==> src/include/dbus_consts.svh <==
// Data bus width, memory depth, bufferable base address and memory wait macros
`ifndef DBUS_CONSTS_SVH
`define DBUS_CONSTS_SVH

////////////////////////////////////////
// Bus geometry
////////////////////////////////////////

// Byte address width of the data bus
`define DBUS_ADDR_W 12

// Word width, four byte lanes
`define DBUS_DATA_W 32

// Depth of the data memory in words
`define DBUS_MEM_WORDS 1024

////////////////////////////////////////
// Behaviour
////////////////////////////////////////

// Stores at or above this byte address may retire through the write buffer
`define DBUS_BUF_BASE 12'h800

// Busy cycles of the data memory after each accept
`define DBUS_MEM_WAIT 3

`endif

==> src/rtl/dbus_pkg.sv <==
// Data bus request and response structs shared by controller, write buffer and memory
`include "dbus_consts.svh"

package dbus_pkg;

  ////////////////////////////////////////
  // Request channel
  ////////////////////////////////////////

  // One bus transaction, load or store
  typedef struct packed {
    // High for a store
    logic                         we;
    // Store may retire before the memory takes it
    logic                         bufferable;
    // Byte address, low two bits ignored by the memory
    logic [`DBUS_ADDR_W-1:0]      addr;
    // One enable per byte lane
    logic [`DBUS_DATA_W/8-1:0]    be;
    logic [`DBUS_DATA_W-1:0]      wdata;
  } dbus_req_t;

  ////////////////////////////////////////
  // Response channel
  ////////////////////////////////////////

  // Read word for a load, zero for a store
  typedef struct packed {
    logic [`DBUS_DATA_W-1:0] rdata;
  } dbus_rsp_t;

endpackage

==> src/rtl/lsu_pkg.sv <==
// Load/store command side types: opcode, command, result and FSM state enums
`include "dbus_consts.svh"

package lsu_pkg;

  // Command opcode
  typedef enum logic {
    LSU_LOAD  = 1'b0,
    LSU_STORE = 1'b1
  } lsu_op_e;

  // Command as it enters the controller
  typedef struct packed {
    lsu_op_e                      op;
    logic [`DBUS_ADDR_W-1:0]      addr;
    logic [`DBUS_DATA_W/8-1:0]    be;
    logic [`DBUS_DATA_W-1:0]      wdata;
  } lsu_cmd_t;

  // Result returned to the command side
  typedef struct packed {
    logic [`DBUS_DATA_W-1:0] rdata;
    // Set when the store retired through the write buffer
    logic                    buffered;
  } lsu_res_t;

  // Request controller states
  typedef enum logic [1:0] {
    LSU_IDLE,
    LSU_REQ,
    LSU_WAIT
  } lsu_state_e;

  // Write buffer states
  typedef enum logic {
    WBUF_EMPTY,
    WBUF_FULL
  } wbuf_state_e;

endpackage

==> src/rtl/write_buffer.sv <==
// Single-entry write buffer for bufferable stores between controller and memory
`timescale 1ns/1ps

module write_buffer (
  input  logic                clk,
  input  logic                rst_n,
  // Upstream, from the controller
  input  logic                valid_i,
  input  dbus_pkg::dbus_req_t trans_i,
  output logic                ready_o,
  // Downstream, to the memory
  output logic                valid_o,
  output dbus_pkg::dbus_req_t trans_o,
  input  logic                ready_i,
  // Status
  output logic                empty_o
);

  lsu_pkg::wbuf_state_e state_q, state_d;
  dbus_pkg::dbus_req_t  trans_q;
  logic                 push;
  logic                 bufferable;

  // Classification comes from the request, never from the address
  assign bufferable = trans_i.bufferable;

  ////////////////////////////////////////
  // FSM
  ////////////////////////////////////////

  always_comb begin
    state_d = state_q;
    push    = 1'b0;
    case (state_q)
      lsu_pkg::WBUF_EMPTY: begin
        // Downstream stalled, park the store here
        if (valid_i && bufferable && !ready_i) begin
          state_d = lsu_pkg::WBUF_FULL;
          push    = 1'b1;
        end
      end
      lsu_pkg::WBUF_FULL: begin
        if (ready_i) begin
          // Stored entry drains, a new bufferable store may take its place
          if (valid_i && bufferable) begin
            push = 1'b1;
          end else begin
            state_d = lsu_pkg::WBUF_EMPTY;
          end
        end
      end
      default: state_d = lsu_pkg::WBUF_EMPTY;
    endcase
  end

  always_ff @(posedge clk or negedge rst_n) begin
    if (!rst_n) begin
      state_q <= lsu_pkg::WBUF_EMPTY;
    end else begin
      state_q <= state_d;
    end
  end

  ////////////////////////////////////////
  // Storage
  ////////////////////////////////////////

  always_ff @(posedge clk) begin
    if (push) begin
      trans_q <= trans_i;
    end
  end

  ////////////////////////////////////////
  // Outputs
  ////////////////////////////////////////

  // Full: only a bufferable store, and only while the entry drains
  // Empty: bufferable always, anything else if downstream is ready
  assign ready_o = (state_q == lsu_pkg::WBUF_FULL) ? (bufferable && ready_i)
                                                   : (bufferable || ready_i);

  // Pass-through when empty, stored entry when full
  assign valid_o = (state_q == lsu_pkg::WBUF_FULL) || valid_i;
  assign trans_o = (state_q == lsu_pkg::WBUF_FULL) ? trans_q : trans_i;

  assign empty_o = (state_q == lsu_pkg::WBUF_EMPTY);

endmodule

==> config.mk <==
export PLATFORM = sky130hd
export DESIGN_NAME = write_buffer
export DESIGN_NICKNAME = d
export VERILOG_FILES = /design/src/rtl/dbus_pkg.sv /design/src/rtl/lsu_pkg.sv /design/src/rtl/write_buffer.sv
export VERILOG_INCLUDE_DIRS = /design/src /design/src/include
export SDC_FILE = /design/constraint.sdc
export NUM_CORES = 1
export LEC_CHECK = 0
export BUFFER_PORTS_ARGS = -buffer_cell sky130_fd_sc_hd__buf_2
export CORE_ASPECT_RATIO = 0.7
export CORE_MARGIN = 2
export CORE_UTILIZATION = 50
export DETAILED_ROUTE_END_ITERATION = 8
export PLACE_DENSITY = 0.81
export SLEW_MARGIN = 20
export SYNTH_ARGS = -nofsm -noshare
export SYNTH_HDL_FRONTEND = slang
export SYNTH_SLANG_ARGS = --single-unit
==> constraint.sdc <==
create_clock -name clk -period 5.37 [get_ports clk]
set_clock_uncertainty 0.15 [all_clocks]
set_input_delay 0.2685 -clock clk [delete_from_list [all_inputs] [get_ports clk]]
set_output_delay 0.2685 -clock clk [all_outputs]
set_load 0.02 [all_outputs]
== Word level (Yosys, flattened, before mapping) ==
Cells that the tools add are included.

* Input bits: 54
* Output and inout bits: 53
* Bits in read-only memories: 0
* Bits in latches: 0
* Word-level logic and storage cells: 21
* Memories kept: 0
* Bits in writable memories: 0
* Bits in registers: 51

* Bitwise gates (word level): 1
* Divide/modulo/power cells: 0
* Equality and inequality tests: 0
* Reduce and logical (&&, ||, !) cells: 6
* Add/sub/neg operators: 0
* Shifts and indexed selects: 0
* Multipliers: 0
* Mux-type cells: 8
* Order comparisons: 0

{| class="wikitable"
|+ Operators by type and width
! kind !! number
|-
| $mux W50 || 1
|-
| $mux W1 || 5
|-
| $pmux W1 S2 || 2
|-
| $logic_and A1 B1 Y1 || 3
|-
| $logic_or A1 B1 Y1 || 2
|-
| $logic_not A1 Y1 || 1
|-
| $not A1 Y1 || 1
|}

== Logic depth before layout (Yosys ltp) ==
Gate-level depths: netlist of the first run.

* Depth after elaboration: 4
* Gate-level depth with buffers: 3

== Least setup slack after synthesis of the first run ==
OpenSTA, ideal clock, no wires.

* Path type: register -> register
* From: register state_q
* To: register trans_q[0] (netlist name) (enable)
* Clock period less this slack: 2.407 ns
* Path slack: 2.963 ns
* Stages on the path, launching flop included: 4
* Data arrival time: 1.844 ns
* Required time: 4.807 ns
* Library setup time: 0.413 ns
* Buffers on the path: 1
* Path through: dfrtp_1 > buf_6 > xnor2_1 > and2_1

* Cells in the longest elaborated chain, start to end: 2

{| class="wikitable"
|+ RTL lines
! what !! line !! text
|-
| start: declaration || write_buffer.sv:19 || <nowiki>lsu_pkg::wbuf_state_e state_q, state_d;</nowiki>
|-
| start signal: assignment || write_buffer.sv:58 || <nowiki>state_q <= lsu_pkg::WBUF_EMPTY;</nowiki>
|-
| start signal: assignment || write_buffer.sv:60 || <nowiki>state_q <= state_d;</nowiki>
|-
| $not A1 Y1 || n/a ||
|-
| $pmux W1 S2 * || write_buffer.sv:34 || <nowiki>case (state_q)</nowiki>
|-
| net push || write_buffer.sv:21 || <nowiki>logic push;</nowiki>
|-
| end signal: assignment || write_buffer.sv:70 || <nowiki>trans_q <= trans_i;</nowiki>
|-
| end: declaration || write_buffer.sv:20 || <nowiki>dbus_pkg::dbus_req_t trans_q;</nowiki>
|}

Mark *: on every way through the listed nets, which the timed path passes. The rest lies on a longest branch.
A chain may end at the register's enable or synchronous reset.

==> results_dict.tcl, run 1 <==
set metrics [dict create \
    status "finished, final reports clean" \
    grt_pass1_vias 1345 \
    initial_core_util_pct 50.92 \
    synth_async_sr_flop_share_pct 1.961 \
    multi_input_area_um2 795.8 \
    synth_area_leaders "edfxtp_1 (63%), mux2_4 (30%), buf_6 (2.8%)" \
    tns_ns 0 \
    syn2layout_area_growth_pct 34.53 \
    gp_congestion 0.6898 \
    cts_made_buffers 5 \
    yosysTopAreaCell "edfxtp_1" \
    avgSynthCellArea_um2 20.82 \
    die_x_um 86.72 \
    synthFlopType "edfxtp_1" \
    grt_overflow_total 0 \
    first_pass_iters 4 \
    slew_headroom_pct 39.68 \
    synth_cells 115 \
    period_minus_slack_ns 2.396 \
    dieArea_um2 5368 \
    max_freq_mhz 417.3 \
    grt_pass1_wl_um 6492 \
    synth_area_um2 2395 \
    power_density_nw_per_um2 274.3 \
    tritoncts "yes" \
    grt_antenna_before_repair 0 \
    post-cts-setup-buffers 0 \
    worst_pin_slew_ns 0.9047 \
    final_antenna_net_count 0 \
    grt_max_degree 54 \
    fillCellCount 335 \
    start_kind "flop" \
    utilization_pct 68.50 \
    finalCritPeriodShare_pct 44.63 \
    critPathArrivalTime_ns 1.98 \
    synth_cell_type_count 11 \
    seq_area_frac_synth_pct 63.74 \
    cap_violations 0 \
    leakage_uw 0.001410 \
    maxSlewViolCount 0 \
    worst_setup_path_end_kind "output pin" \
    n_antenna_cell 0 \
    core_area_um2 4703 \
    synth_top_area_share_pct 62.70 \
    port-buffer-count 106 \
    die_h_um 61.91 \
    yosysMostFrequentCell "edfxtp_1" \
    worst_slack_ns 2.974 \
    path_delay_family "buffers and inverters" \
    routed_via_density 4.834 \
    yosys-top-cells-count "edfxtp_1 (50), mux2_4 (48), buf_6 (6)" \
    setup_viol 0 \
    place_ws_ns 3.293 \
    num_vias 1455 \
    rsz0062_at_grt "no" \
    fin_nets 297 \
    path_cells "buf_4 > mux2_2 > buf_2" \
    register_area_um2 1528 \
    crit_type "reg2out" \
    finalHoldViolCount 0 \
    synthesis.nets 169 \
    cts.sinks 51 \
    grt_usage_pct 16.46 \
    drc 0 \
    clk_latency_ns 0.29 \
    clk_pin_slew_ns 0.09 \
    required_ns 4.95 \
    io_pins 107 \
    synth_seq_cells 51 \
    cpMaxStageDelayCell "buf_4" \
    root_buffer "clkbuf_8" \
    vdd_drop_max_mv 0.1791 \
    cp_num_buf_inv 2 \
    yosys_warnings 0 \
    drt-wirelength-per-cell_um 14.35 \
    worst-path-max-fanout 53 \
    dp_hpwl_um 2945 \
    clock_path_buffers 2 \
    synth-edff-count 50 \
    rows 21 \
    drtIter0Drc 81 \
    min_path_type "in2reg" \
    drive_gt1_share_pct 69.26 \
    slowest_delay_ns 0.69 \
    htree_levels 2 \
    drt-total-wl_um 4318 \
]
[layer usage]
metal | track usage [%] | wire (µm) | vias to the layer above
met5 | 0 | 0 | -
met3 | 6.077 | 313 | 8
met4 | 6.027 | 61 | 0
li1 | - | - | 698
met2 | 26.37 | 2072 | 58
met1 | 21.09 | 1871 | 691
[registers in the layout (all words and copies together) (netlist names)]
| register | flops |
|---|---|
| state_q | 1 |
| trans_q | 50 |
[metrics by stage]
| step | cells | instance area, µm² | total power [µW] | hold slack [ns] |
|---|---|---|---|---|
| 6_report | 301 | 3222 | 883.8 | 0.008192 |
| 5_1_grt | 301 | 3222 | 924.4 | 0.0001626 |
| 4_1_cts | 299 | 3201 | 895.6 | 0.00005196 |
| 3_5_place_dp | 273 | 2939 | 677.4 | -0.1002 |
| 3_3_place_gp | 273 | 2939 | 674.5 | -0.1043 |
| 2_1_floorplan | 115 | 2395 | 617.3 | -0.1771 |
[cells by family after synthesis]
family | share of synthesized area, %
xor+xnor | 0.3658
mux | 31.03
flops | 63.74
simple gates | 0.7838
fa+ha+maj | 0.9404
buf+inv | 3.134
[repair_timing]
item	CTS	global route
hold endpoints to repair	18	2
hold buffers	18	2
resized for setup	0	0
endpoints found under the setup margin	0	0
[path summary, 6_finish.rpt]
| kind | end | slack (ns) | cells past startpoint | from |
|---|---|---|---|---|
| setup reg to reg | trans_q[39] | 3.68 | 2 | state_q |
| setup / recovery | trans_o[47] | 2.97 | 3 | state_q |
| min in group asynchronous | state_q | 0.14 | 2 | rst_n |
| max in group asynchronous | state_q | 4.83 | 2 | rst_n |
| hold reg to reg | trans_q[24] | 0.88 | 2 | state_q |
| hold / removal | trans_q[1] | 0.008 | 1 | trans_i[1] |
[report_power, final]
part / internal (µW) / switching (µW) / leakage, µW / total, µW
logic: 108 / 108 / 0.000897 / 216
registers: 457 / 4.57 / 0.000471 / 461
clock network: 91.6 / 115 / 0.0000422 / 206
total: 656 / 227 / 0.00141 / 884
[layout by cell type (no fill, tap or decap)]
| cell | count |
|---|---|
| dlygate4sd3_1 | 20 |
| buf_4 | 1 |
| xnor2_1 | 1 |
| clkbuf_8 | 5 |
| clkinv_2 | 1 |
| mux2_4 | 48 |
| buf_2 | 106 |
| clkbuf_1 | 2 |
| maj3_2 | 2 |
| edfxtp_1 | 50 |
| mux2_2 | 2 |
| dfrtp_2 | 1 |
| inv_2 | 1 |
| and2_4 | 1 |
| and2_1 | 1 |
| or2_2 | 1 |
| inv_1 | 1 |
[area by class of cell]
class	count	area share, %
inverters	2	0.2330
flip-flops and latches	51	47.42
clock buffers	7	2.369
well taps	57	2.214
clock inverters	1	0.1553
repair buffers	127	22.91
multi-input cells	56	24.70
No activity file was read; power rests on OpenSTA's default activity.
==> inputs of run 2 (changes only) <==
- CORE_UTILIZATION: 50 -> 42
- PLACE_DENSITY: 0.81 -> 0.72
- clock period: 5.37 -> 2.1 ns (I/O delays scaled with it)
==> run 2 against run 1 <==
  * Cell area increased by 13%
  * Die area increased by 18%
  * Worst hold slack improved by 0.014 ns
  * Setup slack got worse by 2.7 ns
  * Critical path depth unchanged
==> results_dict.tcl, run 2 (synthesis results as in run 1) <==
set metrics [dict create \
    start_kind "flop" \
    register_area_um2 1530 \
    io_pins 107 \
    drtIter0Drc 36 \
    max_freq_mhz 540.2 \
    slew_headroom_pct 76.93 \
    n_antenna_cell 0 \
    leakage_uw 0.001580 \
    routed_via_density 4.554 \
    root_buffer "clkbuf_8" \
    top_regs "trans_q x50, state_q x1" \
    finalCritPeriodShare_pct 88.15 \
    setup_viol 0 \
    post-cts-setup-buffers 0 \
    initial_core_util_pct 44.62 \
    grt_max_degree 28 \
    grt_pass1_vias 1721 \
    syn2layout_area_growth_pct 51.62 \
    grt_antenna_before_repair 0 \
    slowest_delay_ns 0.45 \
    hold_buffers 52 \
    whs_ns 0.02189 \
    drt-wirelength-per-cell_um 15.39 \
    path_cells "buf_4 > mux2_2 > buf_2" \
    largest_reg_flops 50 \
    drt-total-wl_um 5419 \
    tritoncts "yes" \
    cpMaxStageDelayCell "dfrtp_4" \
    critPathArrivalTime_ns 1.60 \
    drive_gt1_share_pct 62.14 \
    status "finished, final reports clean" \
    dieArea_um2 6331 \
    vdd_drop_max_mv 0.3469 \
    grt_pass1_wl_um 8293 \
    gp_congestion 0.6389 \
    power_density_nw_per_um2 678.1 \
    required_ns 1.85 \
    die_x_um 94.25 \
    htree_levels 2 \
    cap_violations 0 \
    tns_ns 0 \
    drc 0 \
    rsz0062_at_grt "no" \
    dp_hpwl_um 3390 \
    num_vias 1603 \
    port-buffer-count 106 \
    cp_num_buf_inv 2 \
    period_minus_slack_ns 1.851 \
    grt_overflow_total 0 \
    finalHoldViolCount 0 \
    cts.sinks 51 \
    final_common_cell "buf_2" \
    worst-path-max-fanout 17 \
    final_antenna_net_count 0 \
    crit_type "reg2out" \
    final_cell_mix "buf_2 (106), dlygate4sd3_1 (52), edfxtp_1 (50)" \
    cts_made_buffers 5 \
    post_cts_resize_count 0 \
    clk_latency_ns 0.30 \
    min_path_type "in2reg" \
    worst_pin_slew_ns 0.3461 \
    first_pass_iters 4 \
    die_h_um 67.18 \
    worst_setup_path_end_kind "output pin" \
    maxSlewViolCount 0 \
    fin_nets 333 \
    grt_usage_pct 17.56 \
    clk_pin_slew_ns 0.09 \
    regMostFlops "trans_q" \
    fillCellCount 397 \
    core_area_um2 5368 \
    multi_input_area_um2 794.5 \
    rows 22 \
    clock_path_buffers 2 \
    path_delay_family "buffers and inverters" \
]
[run 2: cell types whose count changed in the layout (fill, tap and decap cells not counted), sizes merged]
cell	previous run	this run
buf	107	111
dlygate4sd3	20	52
clkinv	1	2
bufinv	0	1
clkbuf	7	5
[run 2: through the flow]
step | area, µm² | power, µW | setup slack (ns) | std cells | utilization, %
2_1_floorplan | 2396 | 1577 | 0.2304 | 115 | -
4_1_cts | 3631 | 2478 | 0.2312 | 352 | 67.65
6_report | 3631 | 2462 | 0.2488 | 352 | 67.65
5_1_grt | 3631 | 2565 | 0.1910 | 352 | 67.65
3_3_place_gp | 3003 | 1736 | 0.5349 | 292 | 55.94
3_5_place_dp | 3003 | 1744 | 0.4958 | 292 | 55.94
[run 2: worst paths after layout]
check / startpoint / to / slack (ns) / depth (start not counted)
setup / recovery: state_q / trans_o[47] / 0.25 / 3
hold / removal: ready_i / state_q / 0.02 / 3
setup reg to reg: state_q / trans_q[23] / 0.49 / 3
hold reg to reg: state_q / state_q / 0.87 / 2
max in group asynchronous: rst_n / state_q / 1.16 / 3
min in group asynchronous: rst_n / state_q / 0.52 / 3
[run 2: area by class of cell]
type / count / area share (%)
clock buffers: 5 / 1.895
clock inverters: 3 / 1.068
inverters: 2 / 0.2068
multi-input cells: 56 / 21.88
flip-flops and latches: 51 / 42.14
well taps: 72 / 2.481
repair buffers: 163 / 30.32
[run 2: power breakdown]
part,total [µW],switching [µW],internal [µW]
combinational,616,295,321
clock,665,315,349
sequential,1180,13.2,1170
[run 2: worst reg2reg max path, stage by stage (launching register included)]
cell and delay (ns):
dfrtp_4 0.51, xnor2_1 0.14, and2_2 0.18, buf_4 0.29
[run 2: layer usage]
metal | global-route usage, % | vias to the layer above | part of all wire (%)
met5 | 0 | - | 0
met4 | 5.616 | 0 | 0.76
met3 | 5.469 | 5 | 6.8
met2 | 32.05 | 62 | 49
met1 | 19.97 | 765 | 43
li1 | - | 771 | -
