<file path="src/include/dbus_consts.svh">
// Data bus width, memory depth, bufferable base address and memory wait macros
`ifndef DBUS_CONSTS_SVH
`define DBUS_CONSTS_SVH

////////////////////////////////////////
// Bus geometry
////////////////////////////////////////

// Byte address width of the data bus
`define DBUS_ADDR_W 12

// Word width, four byte lanes
`define DBUS_DATA_W 32

// Depth of the data memory in words
`define DBUS_MEM_WORDS 1024

////////////////////////////////////////
// Behaviour
////////////////////////////////////////

// Stores at or above this byte address may retire through the write buffer
`define DBUS_BUF_BASE 12'h800

// Busy cycles of the data memory after each accept
`define DBUS_MEM_WAIT 3

`endif

</file>
<file path="src/rtl/dbus_pkg.sv">
// Data bus request and response structs shared by controller, write buffer and memory
`include "dbus_consts.svh"

package dbus_pkg;

  ////////////////////////////////////////
  // Request channel
  ////////////////////////////////////////

  // One bus transaction, load or store
  typedef struct packed {
    // High for a store
    logic                         we;
    // Store may retire before the memory takes it
    logic                         bufferable;
    // Byte address, low two bits ignored by the memory
    logic [`DBUS_ADDR_W-1:0]      addr;
    // One enable per byte lane
    logic [`DBUS_DATA_W/8-1:0]    be;
    logic [`DBUS_DATA_W-1:0]      wdata;
  } dbus_req_t;

  ////////////////////////////////////////
  // Response channel
  ////////////////////////////////////////

  // Read word for a load, zero for a store
  typedef struct packed {
    logic [`DBUS_DATA_W-1:0] rdata;
  } dbus_rsp_t;

endpackage

</file>
<file path="src/rtl/lsu_pkg.sv">
// Load/store command side types: opcode, command, result and FSM state enums
`include "dbus_consts.svh"

package lsu_pkg;

  // Command opcode
  typedef enum logic {
    LSU_LOAD  = 1'b0,
    LSU_STORE = 1'b1
  } lsu_op_e;

  // Command as it enters the controller
  typedef struct packed {
    lsu_op_e                      op;
    logic [`DBUS_ADDR_W-1:0]      addr;
    logic [`DBUS_DATA_W/8-1:0]    be;
    logic [`DBUS_DATA_W-1:0]      wdata;
  } lsu_cmd_t;

  // Result returned to the command side
  typedef struct packed {
    logic [`DBUS_DATA_W-1:0] rdata;
    // Set when the store retired through the write buffer
    logic                    buffered;
  } lsu_res_t;

  // Request controller states
  typedef enum logic [1:0] {
    LSU_IDLE,
    LSU_REQ,
    LSU_WAIT
  } lsu_state_e;

  // Write buffer states
  typedef enum logic {
    WBUF_EMPTY,
    WBUF_FULL
  } wbuf_state_e;

endpackage

</file>
<file path="src/rtl/lsu_req_ctrl.sv">
// Request controller: command accept, bufferable classification, bus request, response match
`timescale 1ns/1ps
`include "dbus_consts.svh"

module lsu_req_ctrl (
  input  logic                clk,
  input  logic                rst_n,
  // Command side
  input  logic                cmd_valid_i,
  input  lsu_pkg::lsu_cmd_t   cmd_i,
  output logic                cmd_ready_o,
  // Result side
  output logic                res_valid_o,
  output lsu_pkg::lsu_res_t   res_o,
  // Request side
  output logic                req_valid_o,
  output dbus_pkg::dbus_req_t req_o,
  input  logic                req_ready_i,
  // Response side
  input  logic                rsp_valid_i,
  input  dbus_pkg::dbus_rsp_t rsp_i
);

  lsu_pkg::lsu_state_e state_q, state_d;
  dbus_pkg::dbus_req_t req_q;
  lsu_pkg::lsu_res_t   res_q;
  logic                res_valid_q;
  // Buffered stores whose memory responses are still due
  logic [2:0]          discard_q;

  logic cmd_fire;
  logic req_fire;
  logic buf_fire;
  logic rsp_drop;
  logic rsp_take;

  ////////////////////////////////////////
  // Handshakes
  ////////////////////////////////////////

  assign cmd_fire = cmd_valid_i && cmd_ready_o;
  assign req_fire = req_valid_o && req_ready_i;
  // Store retired early, its response arrives later
  assign buf_fire = req_fire && req_q.bufferable;
  // Responses are in order, so the oldest due ones belong to buffered stores
  assign rsp_drop = rsp_valid_i && (discard_q != 3'd0);
  assign rsp_take = rsp_valid_i && (discard_q == 3'd0) && (state_q == lsu_pkg::LSU_WAIT);

  ////////////////////////////////////////
  // FSM
  ////////////////////////////////////////

  always_comb begin
    state_d = state_q;
    case (state_q)
      lsu_pkg::LSU_IDLE: begin
        if (cmd_fire) begin
          state_d = lsu_pkg::LSU_REQ;
        end
      end
      lsu_pkg::LSU_REQ: begin
        if (req_fire) begin
          // Buffered store is done, everything else waits for memory
          state_d = req_q.bufferable ? lsu_pkg::LSU_IDLE : lsu_pkg::LSU_WAIT;
        end
      end
      lsu_pkg::LSU_WAIT: begin
        if (rsp_take) begin
          state_d = lsu_pkg::LSU_IDLE;
        end
      end
      default: state_d = lsu_pkg::LSU_IDLE;
    endcase
  end

  always_ff @(posedge clk or negedge rst_n) begin
    if (!rst_n) begin
      state_q     <= lsu_pkg::LSU_IDLE;
      res_valid_q <= 1'b0;
      discard_q   <= 3'd0;
    end else begin
      state_q     <= state_d;
      res_valid_q <= buf_fire || rsp_take;
      // Push and pop in the same cycle leave the count unchanged
      case ({buf_fire, rsp_drop})
        2'b10:   discard_q <= discard_q + 3'd1;
        2'b01:   discard_q <= discard_q - 3'd1;
        default: discard_q <= discard_q;
      endcase
    end
  end

  ////////////////////////////////////////
  // Request and result registers
  ////////////////////////////////////////

  always_ff @(posedge clk) begin
    if (cmd_fire) begin
      req_q.we         <= (cmd_i.op == lsu_pkg::LSU_STORE);
      // Only place where the address is classified
      req_q.bufferable <= (cmd_i.op == lsu_pkg::LSU_STORE) && (cmd_i.addr >= `DBUS_BUF_BASE);
      req_q.addr       <= cmd_i.addr;
      req_q.be         <= cmd_i.be;
      req_q.wdata      <= cmd_i.wdata;
    end
    if (buf_fire) begin
      res_q.rdata    <= '0;
      res_q.buffered <= 1'b1;
    end else if (rsp_take) begin
      res_q.rdata    <= rsp_i.rdata;
      res_q.buffered <= 1'b0;
    end
  end

  // Held off while the previous result is still on the port
  assign cmd_ready_o = (state_q == lsu_pkg::LSU_IDLE) && !res_valid_q;
  assign req_valid_o = (state_q == lsu_pkg::LSU_REQ);
  assign req_o       = req_q;
  assign res_valid_o = res_valid_q;
  assign res_o       = res_q;

endmodule

</file>
<file path="config.mk">
export PLATFORM = sky130hd
export DESIGN_NAME = lsu_req_ctrl
export DESIGN_NICKNAME = d
export VERILOG_FILES = /design/src/rtl/dbus_pkg.sv /design/src/rtl/lsu_pkg.sv /design/src/rtl/lsu_req_ctrl.sv
export VERILOG_INCLUDE_DIRS = /design/src /design/src/include
export SDC_FILE = /design/constraint.sdc
export NUM_CORES = 1
export LEC_CHECK = 0
export ABC_AREA = 1
export BUFFER_PORTS_ARGS = -buffer_cell sky130_fd_sc_hd__buf_2
export CAP_MARGIN = 20
export CORE_MARGIN = 2
export CORE_UTILIZATION = 47
export CTS_CLUSTER_DIAMETER = 150
export DETAILED_ROUTE_END_ITERATION = 10
export PLACE_DENSITY = 0.86
export SYNTH_ARGS = -nofsm -noshare
export SYNTH_HDL_FRONTEND = slang
export SYNTH_SLANG_ARGS = --single-unit
</file>
<file path="constraint.sdc">
create_clock -name clk -period 4.5 [get_ports clk]
set_input_delay 0.45 -clock clk [delete_from_list [all_inputs] [get_ports clk]]
set_output_delay 0.45 -clock clk [all_outputs]
set_load 0.1 [all_outputs]
</file>
======== After elaboration in Yosys (flattened, before gate mapping) ========
Index checks and enable logic that the tools add are counted.
word-level totals
  ROM bits ................................ 0
  input port bits ......................... 86
  memories kept ........................... 0
  bits in latches ......................... 0
  output and inout bits ................... 86
  memory bits (writable) .................. 0
  flip-flop bits (word level) ............. 89
  logic and storage cells ................. 41
operators by class
  magnitude comparators ................... 1
  add/sub/neg operators ................... 2
  equality and inequality tests ........... 7
  $mul .................................... 0
  div/mod/pow operators ................... 0
  mux-type cells .......................... 6
  shifts and indexed selects .............. 0
  reduce and logical (&&, ||, !) cells .... 15
  bitwise operators ....................... 0
operators with widths
  kind                                                                   count
  12-bit greater-or-equal comparator, second input constant              1
  1-bit logical AND                                                      8
  2-bit 2-to-1 mux                                                       4
  2-bit case mux with 3 select lines                                     1
  3-bit case mux with 2 select lines                                     1
  2-bit by 1-bit equality test with 1-bit output, second input constant  2
  2-bit equality test, second input constant                             2
  2-bit != test, second input constant                                   2
  3-bit by 1-bit adder with 3-bit output, second input constant          1
  3-bit zero test                                                        1
  3-bit AND reduction                                                    1
  3-bit nonzero test                                                     1
  3-bit by 1-bit subtractor with 3-bit output, second input constant     1
  2-bit zero test                                                        1
  2-bit by 1-bit != test with 1-bit output, second input constant        1
  2-bit nonzero test                                                     1
  1-bit zero test                                                        1
  1-bit logical OR                                                       1

======== Longest topological paths before layout ========
Gate-level depths: netlist of the first run.
  depth after elaboration ................. 5
  gate-level depth with buffers ........... 10
  gate-level depth less buffers ........... 9

======== Worst setup path before layout of the first run ========
OpenSTA, ideal clock, no wires.
  kind .................................... reg-to-reg
  start point ............................. register res_valid_q, in the netlist res_valid_o
  end point ............................... register req_q (netlist bit req_o[0]) (enable)
  path slack .............................. -162 ps
  arrival ................................. 4,258 ps
  buffers on the path ..................... 0
  required time ........................... 4,096 ps
  stages on the path, launching flop included .. 4
  setup time .............................. 404 ps
  cells stage by stage .................... dfrtp_1 nor3_1 nand2_1 inv_1
between the ends
  word-level cells in the longest chain between the ends .. 3
RTL lines
  element                 line                 RTL
  start, declared         lsu_req_ctrl.sv:27   logic res_valid_q;
  start signal, assigned  lsu_req_ctrl.sv:83   res_valid_q <= buf_fire || rsp_take;
  1-bit zero test         lsu_req_ctrl.sv:116  assign cmd_ready_o = (state_q == lsu_pkg::LSU_IDLE) && !res_valid_q;
  1-bit logical AND       lsu_req_ctrl.sv:116
  via cmd_ready_o         lsu_req_ctrl.sv:11   output logic cmd_ready_o,
  1-bit logical AND       lsu_req_ctrl.sv:41   assign cmd_fire = cmd_valid_i && cmd_ready_o;
  via cmd_fire            lsu_req_ctrl.sv:31   logic cmd_fire;
  end, declared           lsu_req_ctrl.sv:25   dbus_pkg::dbus_req_t req_q;
The timed path passes the listed nets, and every way through them passes these cells.
A chain may end at the register's enable or synchronous reset.

======== Final worst setup path of the first run ========
  start point ............................. register state_q[0]
  end point ............................... register discard_q[1]
between the ends
  word-level cells in the longest chain between the ends .. 5
  elaborated cells on any way between the ends .. 7
RTL lines
  element                                                                                       line                 RTL
  start, declared                                                                               lsu_req_ctrl.sv:24   lsu_pkg::lsu_state_e state_q, state_d;
  start signal, assigned                                                                        lsu_req_ctrl.sv:78   state_q <= lsu_pkg::LSU_IDLE;
  start signal, assigned                                                                        lsu_req_ctrl.sv:82   state_q <= state_d;
  2-bit by 1-bit equality test with 1-bit output (*)                                            lsu_req_ctrl.sv:117  assign req_valid_o = (state_q == lsu_pkg::LSU_REQ);
  1-bit logical AND (*)                                                                         lsu_req_ctrl.sv:42   assign req_fire = req_valid_o && req_ready_i;
  1-bit logical AND (*)                                                                         lsu_req_ctrl.sv:44   assign buf_fire = req_fire && req_q.bufferable;
  2-bit by 1-bit equality test with 1-bit output / 2-bit equality test (equally long branches)  lsu_req_ctrl.sv:85   case ({buf_fire, rsp_drop})
  3-bit case mux with 2 select lines / 2-bit nonzero test (equally long branches)               n/a
  end signal, assigned                                                                          lsu_req_ctrl.sv:86   2'b10: discard_q <= discard_q + 3'd1;
  end signal, assigned                                                                          lsu_req_ctrl.sv:87   2'b01: discard_q <= discard_q - 3'd1;
  end signal, assigned                                                                          lsu_req_ctrl.sv:88   default: discard_q <= discard_q;
  end, declared                                                                                 lsu_req_ctrl.sv:29   logic [2:0] discard_q;
Every way passes the cells marked *; elsewhere a longest branch is shown, timed or not.

==> run_results.csv, run 1 <==
group,metric,value,unit
status,run_status,"complete, no violations",
worst_setup_path,critical_path_class,"reg2reg",
sta,setup_viol,0,
synthesis,syn-num-nets,381,
worst_setup_path,r2r_slack,1950,ps
synthesis,syn_inst,293,
sta,maxSlewViolCount,0,
place,place_area,4070,µm²
job,drv_cap,0,
layout,diodes,0,
clocking,clockBufferDepth,2,
sta,finalHoldViolations,0,
sta,clock_skew,11.1,ps
detailed_routing,first_pass_iters,4,
detailed_routing,wl,7.40,mm
layout,drive_gt1_share,40.3,%
global_route,grt_pass1_wl,11.0,mm
worst_setup_path,crit_path_end_kind,"flip-flop",
global_route,grt_usage,19.4,%
layout,layout_commonest_cell,"buf_2",
floorplanning,io_pins,172,
layout,finish.cell_count_without_fillers,549,
global_route,antenna_found_initial,0,
global_route,grt_max_degree,63,
worst_setup_path,worstPathRequired,4750,ps
layout,fillers,511,
floorplanning,start_util,49.2,%
place,finalWeightedCongestion,0.851,
worst_setup_path,crit_path_start_kind,"flip-flop",
detailed_routing,ant_nets,0,
clocking,clkTransAtPathRegs,90,ps
layout,nets,555,
sta,tightest_slew,987,ps
min_path,min_path_type,"in2reg",
synthesis,synth_area,3160,µm²
synthesis,seq_area_frac_synth,73.2,%
clocking,postCtsHoldBufs,1,
floorplanning,num_rows,29,
worst_setup_path,worstPathMaxFanout,35,
sta,finalCritPeriodShare,56.6,%
synthesis,yosys_warnings,0,
place,place_inst,532,
sta,fmax,0.393,GHz
clocking,clock-root-buffer,"clkbuf_8",
sta,rsz0062_at_grt,"no",
layout,final_core_util,66.8,%
synthesis,synth-seq-cells,89,
worst_setup_path,startpoint,"state_q[0]",
worst_setup_path,setup.worst_path.end,"discard_q[1]",
global_route,grt_pass1_vias,2293,
global_route,overflow,0,
floorplanning,dieArea,7390,µm²
layout,syn2layout_area_growth,35.8,%
clocking,postCtsSetupRepairBufs,0,
sta,slew_headroom,34.1,%
detailed_routing,dr.first_iter.drc_count,101,
worst_setup_path,rr_endpoint,"discard_q[1]",
sta,fin_setup_tns,0,ps
clocking,post_cts_resized,0,
detailed_routing,num_vias,2546,
clocking,clock_latency,350,ps
worst_setup_path,cp.arrival,2800,ps
worst_setup_path,rr_worst_depth,7,
floorplanning,core_area,6420,µm²
clocking,cts_sinks,89,
layout,multi_input_area,646,µm²
clocking,cts_tree,"yes",
floorplanning,die_h,86.0,µm
detailed_routing,wl_per_cell,13.5,µm
detailed_routing,drc,0,
floorplanning,dieWidth,86.0,µm
clocking,htree_num_levels,3,
place,place.detailed.hpwl,5.42,mm
synthesis,avgSynthCellArea,10.8,µm²
layout,design_area,4290,µm²
layout,final_cell_mix,"buf_2, nand2_1, nor2_1",
synthesis,yosysUniqueCellTypes,24,
detailed_routing,via_per_inst,4.64,
worst_setup_path,r2r-start,"state_q[0]",
layout,register_area,2310,µm²
clocking,cts_buffers,9,
sta,post-route-min-period,2550,ps
place,port_buffers,171,
-- layer usage --
metal	part of all wire, %	routed length [µm]	vias up	GRT usage (%)
met2	48	3590	123	32.4
met5	0	0	-	0
met4	2.4	177	0	8.80
met3	9.8	727	16	6.54
li1	-	-	1246	-
met1	39	2910	1161	22.5
-- cell type report --
class	count	share of cell area, %
Clock buffer	12	3.15
Clock inverter	4	1.81
Inverter	40	3.50
Multi-Input combinational cell	154	15.0
Sequential cell	89	53.9
Tap cell	77	2.25
Timing Repair Buffer	173	20.4
-- cell usage after synthesis --
library cell / count / area (µm²)
nor2_1: 66 / 248
or2_2: 1 / 6.26
xnor2_1: 1 / 8.76
nor3_1: 1 / 5.00
dfxtp_1: 33 / 661
nor2_2: 1 / 6.26
fa_1: 1 / 20.0
a21boi_0: 1 / 7.51
o31ai_1: 1 / 7.51
xor2_1: 1 / 8.76
buf_6: 1 / 11.3
a21oi_1: 1 / 5.00
buf_4: 1 / 7.51
inv_1: 40 / 150
nand3_1: 1 / 5.00
clkbuf_1: 2 / 7.51
dfrtp_1: 6 / 150
buf_2: 6 / 30.0
nand4_1: 1 / 6.26
o21ai_0: 2 / 10.0
ha_1: 1 / 12.5
edfxtp_1: 50 / 1500
nand2_1: 73 / 274
nand3_2: 1 / 10.0
-- per-stage QoR --
step           worst slack (ps)  hold WS (ps)
2_1_floorplan               803           154
3_3_place_gp               2120           275
3_5_place_dp               1980           279
4_1_cts                    1940           256
5_1_grt                    1780           247
6_report                   1950           270
-- critical path, cell delays in order, from the launching register on --
cell     delay [ps]
dfrtp_1         430
inv_1            90
nor2_1          190
nand3_2         570
ha_1            460
inv_1           100
fa_1            410
o21ai_0         190
-- cells by family (layout without fill, tap and decap cells) --
family                     count (synthesis)  in the layout  share of synthesized area (%)
AOI/OAI and AO/OA                          5              5                          0.951
and+or+nand+nor                          145            145                           17.7
buffers and inverters                     50            229                           6.53
adders and majority gates                  2              2                           1.03
xor gates and xnor gates                   2              2                          0.555
DFF                                       89             89                           73.2
-- state kept, by name (all words and copies together), names as in the netlist --
register,flops
discard_q,3
req_o,50
res_o,33
res_valid_o,1
state_q,2
-- worst min path at each step --
stage                   start            to  slack [ps]  cells past startpoint
global route         cmd_i[9]      req_o[9]         250                      1
detailed placement      rst_n    state_q[0]         280                      1
floorplan               rst_n  discard_q[0]         150                      0
finish              cmd_i[42]     req_o[42]         270                      1
CTS                 cmd_i[42]     req_o[42]         260                      1
global placement        rst_n    state_q[0]         280                      1
Power of run 1 is left out: the tool's default activity adds up to more than one toggle a clock period on the data nets, which glitch-free logic cannot reach.
==> inputs of run 2 (changes only) <==
--- a/config.mk
+++ b/config.mk
@@ -10,10 +10,10 @@
 export BUFFER_PORTS_ARGS = -buffer_cell sky130_fd_sc_hd__buf_2
 export CAP_MARGIN = 20
 export CORE_MARGIN = 2
-export CORE_UTILIZATION = 47
+export CORE_UTILIZATION = 40
 export CTS_CLUSTER_DIAMETER = 150
 export DETAILED_ROUTE_END_ITERATION = 10
-export PLACE_DENSITY = 0.86
+export PLACE_DENSITY = 0.78
 export SYNTH_ARGS = -nofsm -noshare
 export SYNTH_HDL_FRONTEND = slang
 export SYNTH_SLANG_ARGS = --single-unit
==> constraint.sdc (replaced) <==
create_clock -name clk -period 2.15 [get_ports clk]
set_input_delay 0.215 -clock clk [delete_from_list [all_inputs] [get_ports clk]]
set_output_delay 0.215 -clock clk [all_outputs]
set_load 0.1 [all_outputs]
==> run 2 against run 1 <==
Effect of this change: final area rose by 2.2%; global-route usage fell by 3.0 points; count of clock-buffer cells in the layout fell by 1; die area rose by 17%; utilization fell by 9.8 points; register-to-register slack got worse by 1600 ps; clock skew barely moved; non-clock buffer count rose by 2; wire length fell by 5.0%; highest routed layer unchanged.
==> run_results.csv, run 2 (same netlist as run 1, synthesis figures left out) <==
group,metric,value,unit
status,run_status,"complete, no violations",
clocking,clock-root-buffer,"clkbuf_8",
sta,slew_headroom,66.2,%
global_route,overflow,0,
floorplanning,start_util,41.1,%
detailed_routing,via_per_inst,4.26,
global_route,grt_max_degree,67,
worst_setup_path,setup.worst_path.end,"discard_q[2]",
worst_setup_path,rr_endpoint,"discard_q[2]",
layout,nets,557,
global_route,antenna_found_initial,0,
layout,multi_input_area,693,µm²
clocking,clkTransAtPathRegs,90,ps
worst_setup_path,r2r_slack,310,ps
place,place_area,4190,µm²
layout,diodes,0,
layout,largest_reg_flops,50,
sta,tightest_slew,510,ps
worst_setup_path,slowest_delay,390,ps
clocking,cts_tree,"yes",
sta,maxSlewViolCount,0,
sta,finalCritPeriodShare,85.7,%
detailed_routing,first_pass_iters,4,
layout,final_cell_mix,"buf_2, nand2_1, nor2_1",
sta,post-route-min-period,1840,ps
layout,drive_gt1_share,42.8,%
floorplanning,io_pins,172,
global_route,grt_usage,16.3,%
min_path,whs_path_depth,1,
layout,design_area,4390,µm²
sta,hold_ws,48.9,ps
sta,clock_skew,10.7,ps
place,finalWeightedCongestion,0.817,
global_route,grt_pass1_vias,2332,
floorplanning,core_area,7690,µm²
worst_setup_path,cp.arrival,2100,ps
sta,setup_viol,0,
sta,rsz0062_at_grt,"no",
worst_setup_path,crit_slowest_cell,"dfrtp_1",
worst_setup_path,crit_path_start_kind,"flip-flop",
layout,register_area,2320,µm²
place,port_buffers,171,
clocking,cts_sinks,89,
worst_setup_path,worstPathMaxFanout,3,
worst_setup_path,startpoint,"discard_q[0]",
layout,syn2layout_area_growth,38.8,%
detailed_routing,wl_per_cell,12.2,µm
clocking,clock_latency,340,ps
worst_setup_path,worstPathRequired,2410,ps
worst_setup_path,cp_cell_sequence,"nor2_1 -> a21boi_0 -> ha_4 -> inv_2 -> fa_2 -> or2_4 -> nand2_2 -> xor2_1",
clocking,htree_num_levels,3,
worst_setup_path,critical_path_class,"reg2reg",
floorplanning,dieWidth,92.9,µm
layout,layout_commonest_cell,"buf_2",
clocking,cts_buffers,9,
job,drv_cap,0,
min_path,min_path_type,"in2reg",
sta,fmax,0.543,GHz
floorplanning,num_rows,32,
worst_setup_path,rr_worst_depth,8,
detailed_routing,num_vias,2451,
clocking,postCtsHoldBufs,1,
floorplanning,die_h,92.9,µm
layout,fillers,708,
worst_setup_path,r2r-start,"discard_q[0]",
floorplanning,dieArea,8620,µm²
clocking,clockBufferDepth,2,
detailed_routing,drc,0,
worst_setup_path,crit_path_end_kind,"flip-flop",
detailed_routing,wl,7.03,mm
clocking,post_cts_resized,0,
clocking,postCtsSetupRepairBufs,0,
detailed_routing,dr.first_iter.drc_count,73,
sta,finalHoldViolations,0,
detailed_routing,ant_nets,0,
global_route,grt_pass1_wl,10.8,mm
place,place.detailed.hpwl,5.24,mm
run 2: cell types whose count changed in the layout (fill, tap and decap cells not counted), moves of 2 or more:
cell | before | now
buf_12 | 0 | 2
bufinv_16 | 2 | 0
clkbuf_1 | 3 | 1
clkinvlp_4 | 0 | 4
inv_1 | 39 | 37
nand2_1 | 73 | 71
nand2_2 | 0 | 2
run 2: how the worst min path moves through the flow:
stage	to	from	slack, ps
2_1_floorplan	discard_q[0]	rst_n	-80
3_3_place_gp	state_q[0]	rst_n	40
3_5_place_dp	res_valid_o	rst_n	50
4_1_cts	req_o[35]	cmd_i[35]	30
5_1_grt	req_o[28]	cmd_i[28]	20
6_report	req_o[31]	cmd_i[31]	50
run 2: worst max-delay path: cells and delay by family (launching register included):
family | cells | cell delay (ps)
and+or+nand+nor | 3 | 380
DFF | 1 | 390
buffers and inverters | 1 | 50
adders and majority gates | 2 | 540
AOI/OAI and AO/OA | 1 | 280
xor gates and xnor gates | 1 | 130
run 2: area by class of cell:
| cell class | instances | area share (%) |
|---|---|---|
| sequential | 89 | 52.8 |
| tap | 102 | 2.91 |
| clock inverter | 5 | 0.913 |
| multi-input combinational | 154 | 15.8 |
| inverter | 40 | 3.51 |
| timing repair buffer | 175 | 20.8 |
| clock buffer | 11 | 3.22 |
run 2: metal layers:
layer	global-route usage, %	vias to the layer above	wire length, µm
met2	27.3	106	3380
met3	4.80	6	575
met4	6.99	0	81
met5	0	-	0
li1	-	1249	-
met1	19.7	1090	2990
run 2: through the flow:
stage	setup TNS (ps)	util [%]	std cells	worst slack, ps
after CTS	0	57.0	576	281
final	0	57.0	576	307
after global placement	0	54.6	559	390
after detailed placement	0	54.6	559	310
after global routing	0	57.0	576	174
after floorplan	-22300	-	293	-443
Power of run 2 is left out for the same reason.
==> inputs of run 3 (changes only) <==
==> constraint.sdc (replaced) <==
create_clock -name clk -period 2.15 [get_ports clk]
set_input_delay 0.215 -clock clk [delete_from_list [all_inputs] [get_ports clk]]
set_output_delay 0.215 -clock clk [all_outputs]
set_load 0.01 [all_outputs]
==> run 3 against run 2 <==
Effect of this change: register-to-register slack got worse by 60 ps; fmax fell by 3.1%; worst hold slack worse by 13 ps; sequential share of layout area up 0.22 points; worst setup slack worse by 59 ps; utilization is 0.33 points lower; clock skew is 1.1 ps lower; wire length decreased by 1.9%; largest cell class unchanged; global-route usage down 0.29 points; critical path depth unchanged; count of clock-buffer cells in the layout fell by 2.
==> run_results.csv, run 3 (same netlist as run 1, synthesis figures left out) <==
group,metric,value,unit
place,port_buffers,171,
floorplanning,core_area,7690,µm²
power_and_ir_drop,seqPwrFrac,47.4,%
detailed_routing,first_pass_iters,4,
clocking,clockBufferDepth,2,
detailed_routing,wl_per_cell,12.0,µm
global_route,antenna_found_initial,0,
floorplanning,start_util,41.1,%
clocking,clock_latency,350,ps
floorplanning,dieArea,8620,µm²
global_route,grt_usage,16.1,%
clocking,clkTransAtPathRegs,90,ps
layout,syn2layout_area_growth,38.0,%
sta,rsz0062_at_grt,"no",
job,drv_cap,0,
global_route,grt_max_degree,67,
sta,post-route-min-period,1900,ps
clocking,postCtsSetupRepairBufs,0,
sta,fin_setup_tns,0,ps
power_and_ir_drop,p_leak,2.26,nW
worst_setup_path,cp.arrival,2170,ps
power_and_ir_drop,irDropWorstVdd,0.000486,V
worst_setup_path,slowest_delay,390,ps
worst_setup_path,cp_cell_sequence,"nor2_1 -> a21boi_0 -> ha_1 -> inv_1 -> fa_1 -> or2_2 -> nand2_1 -> xor2_1",
floorplanning,io_pins,172,
worst_setup_path,crit_path_end_kind,"flip-flop",
detailed_routing,drc,0,
layout,layout_commonest_cell,"buf_2",
floorplanning,die_h,92.9,µm
sta,clock_skew,9.58,ps
sta,maxSlewViolCount,0,
power_and_ir_drop,p_comb_share,29.4,%
layout,final_core_util,56.7,%
global_route,grt_pass1_vias,2262,
power_and_ir_drop,switching_share,32.2,%
clocking,htree_num_levels,3,
layout,nets,557,
status,run_status,"complete, no violations",
worst_setup_path,cp_top_family,"adder cells",
clocking,cts_buffers,9,
layout,final_cell_mix,"buf_2, nand2_1, nor2_1",
detailed_routing,via_per_inst,4.24,
min_path,min_path_type,"in2reg",
place,place.detailed.hpwl,5.12,mm
worst_setup_path,critical_path_class,"reg2reg",
global_route,grt_pass1_wl,10.4,mm
power_and_ir_drop,internal-power,3.67,mW
detailed_routing,num_vias,2441,
sta,finalCritPeriodShare,88.5,%
global_route,overflow,0,
clocking,cts_tree,"yes",
worst_setup_path,crit_path_start_kind,"flip-flop",
detailed_routing,wl,6.90,mm
sta,fmax,0.526,GHz
clocking,clock-root-buffer,"clkbuf_8",
sta,finalHoldViolations,0,
clocking,cts_sinks,89,
layout,fillers,677,
worst_setup_path,path_buf_inv,1,
layout,largest_reg_flops,50,
layout,drive_gt1_share,40.9,%
sta,setup_viol,0,
place,finalWeightedCongestion,0.743,
worst_setup_path,worstPathRequired,2420,ps
clocking,post_cts_resized,0,
floorplanning,dieWidth,92.9,µm
detailed_routing,ant_nets,0,
power_and_ir_drop,p_switching,1.75,mW
worst_setup_path,worstPathMaxFanout,3,
worst_setup_path,crit_slowest_cell,"dfrtp_1",
power_and_ir_drop,p_clk_share,23.2,%
floorplanning,num_rows,32,
layout,diodes,0,
power_and_ir_drop,powerDensity,1240,nW/µm²
sta,tightest_slew,614,ps
sta,slew_headroom,59.1,%
detailed_routing,dr.first_iter.drc_count,92,
[run 3: final cells by class]
type | instances | area, µm² | area share [%]
clock buffer | 9 | 124 | 2.84
timing repair buffer | 175 | 901 | 20.7
clock inverter | 7 | 101 | 2.32
tap | 102 | 128 | 2.93
multi-input combinational | 154 | 641 | 14.7
inverter | 40 | 154 | 3.53
sequential | 89 | 2310 | 53.0
[run 3: stage by stage]
stage | area (µm²) | hold WS (ps) | cells | total power, mW | setup slack (ps)
floorplan | 3160 | -80.6 | 293 | 3.51 | 166
global placement | 4130 | 42.0 | 559 | 4.14 | 401
detailed placement | 4130 | 44.8 | 559 | 4.21 | 288
CTS | 4360 | 16.7 | 576 | 5.49 | 259
global route | 4360 | 8.50 | 576 | 5.79 | 123
finish | 4360 | 36.0 | 576 | 5.42 | 248
[run 3: power groups by stage]
stage | Combinational (mW) | Clock, mW | Sequential, mW
2_1_floorplan | 0.672 | 0 | 2.84
3_3_place_gp | 1.55 | 0 | 2.59
3_5_place_dp | 1.60 | 0 | 2.61
4_1_cts | 1.61 | 1.30 | 2.58
5_1_grt | 1.80 | 1.37 | 2.62
6_report | 1.59 | 1.26 | 2.57
[run 3: path summary, 6_finish.rpt]
path	from	end	slack, ps	cells after the start
setup reg to reg	discard_q[0]	discard_q[2]	250	8
hold reg to reg	res_o[0]	res_o[0]	440	2
hold / removal	cmd_i[33]	req_o[33]	40	1
max in group asynchronous	rst_n	discard_q[0]	1790	2
setup / recovery	discard_q[0]	discard_q[2]	250	8
min in group asynchronous	rst_n	discard_q[1]	220	2
[run 3: what timing repair did]
item / in CTS / in global routing
hold buffers: 1 / 0
endpoints found under the setup margin: 0 / 0
endpoints found under the hold margin: 6 / 0
[run 3: per-layer routing]
layer	part of all wire (%)	vias to the layer above	global-route usage [%]	routed length, µm
met2	48	118	26.8	3290
met3	9.5	6	5.04	657
met5	0	-	0	0
met4	1.1	0	7.72	75
met1	42	1067	18.8	2870
li1	-	1250	-	-
Note: power is estimated with default switching activity, not from simulation.
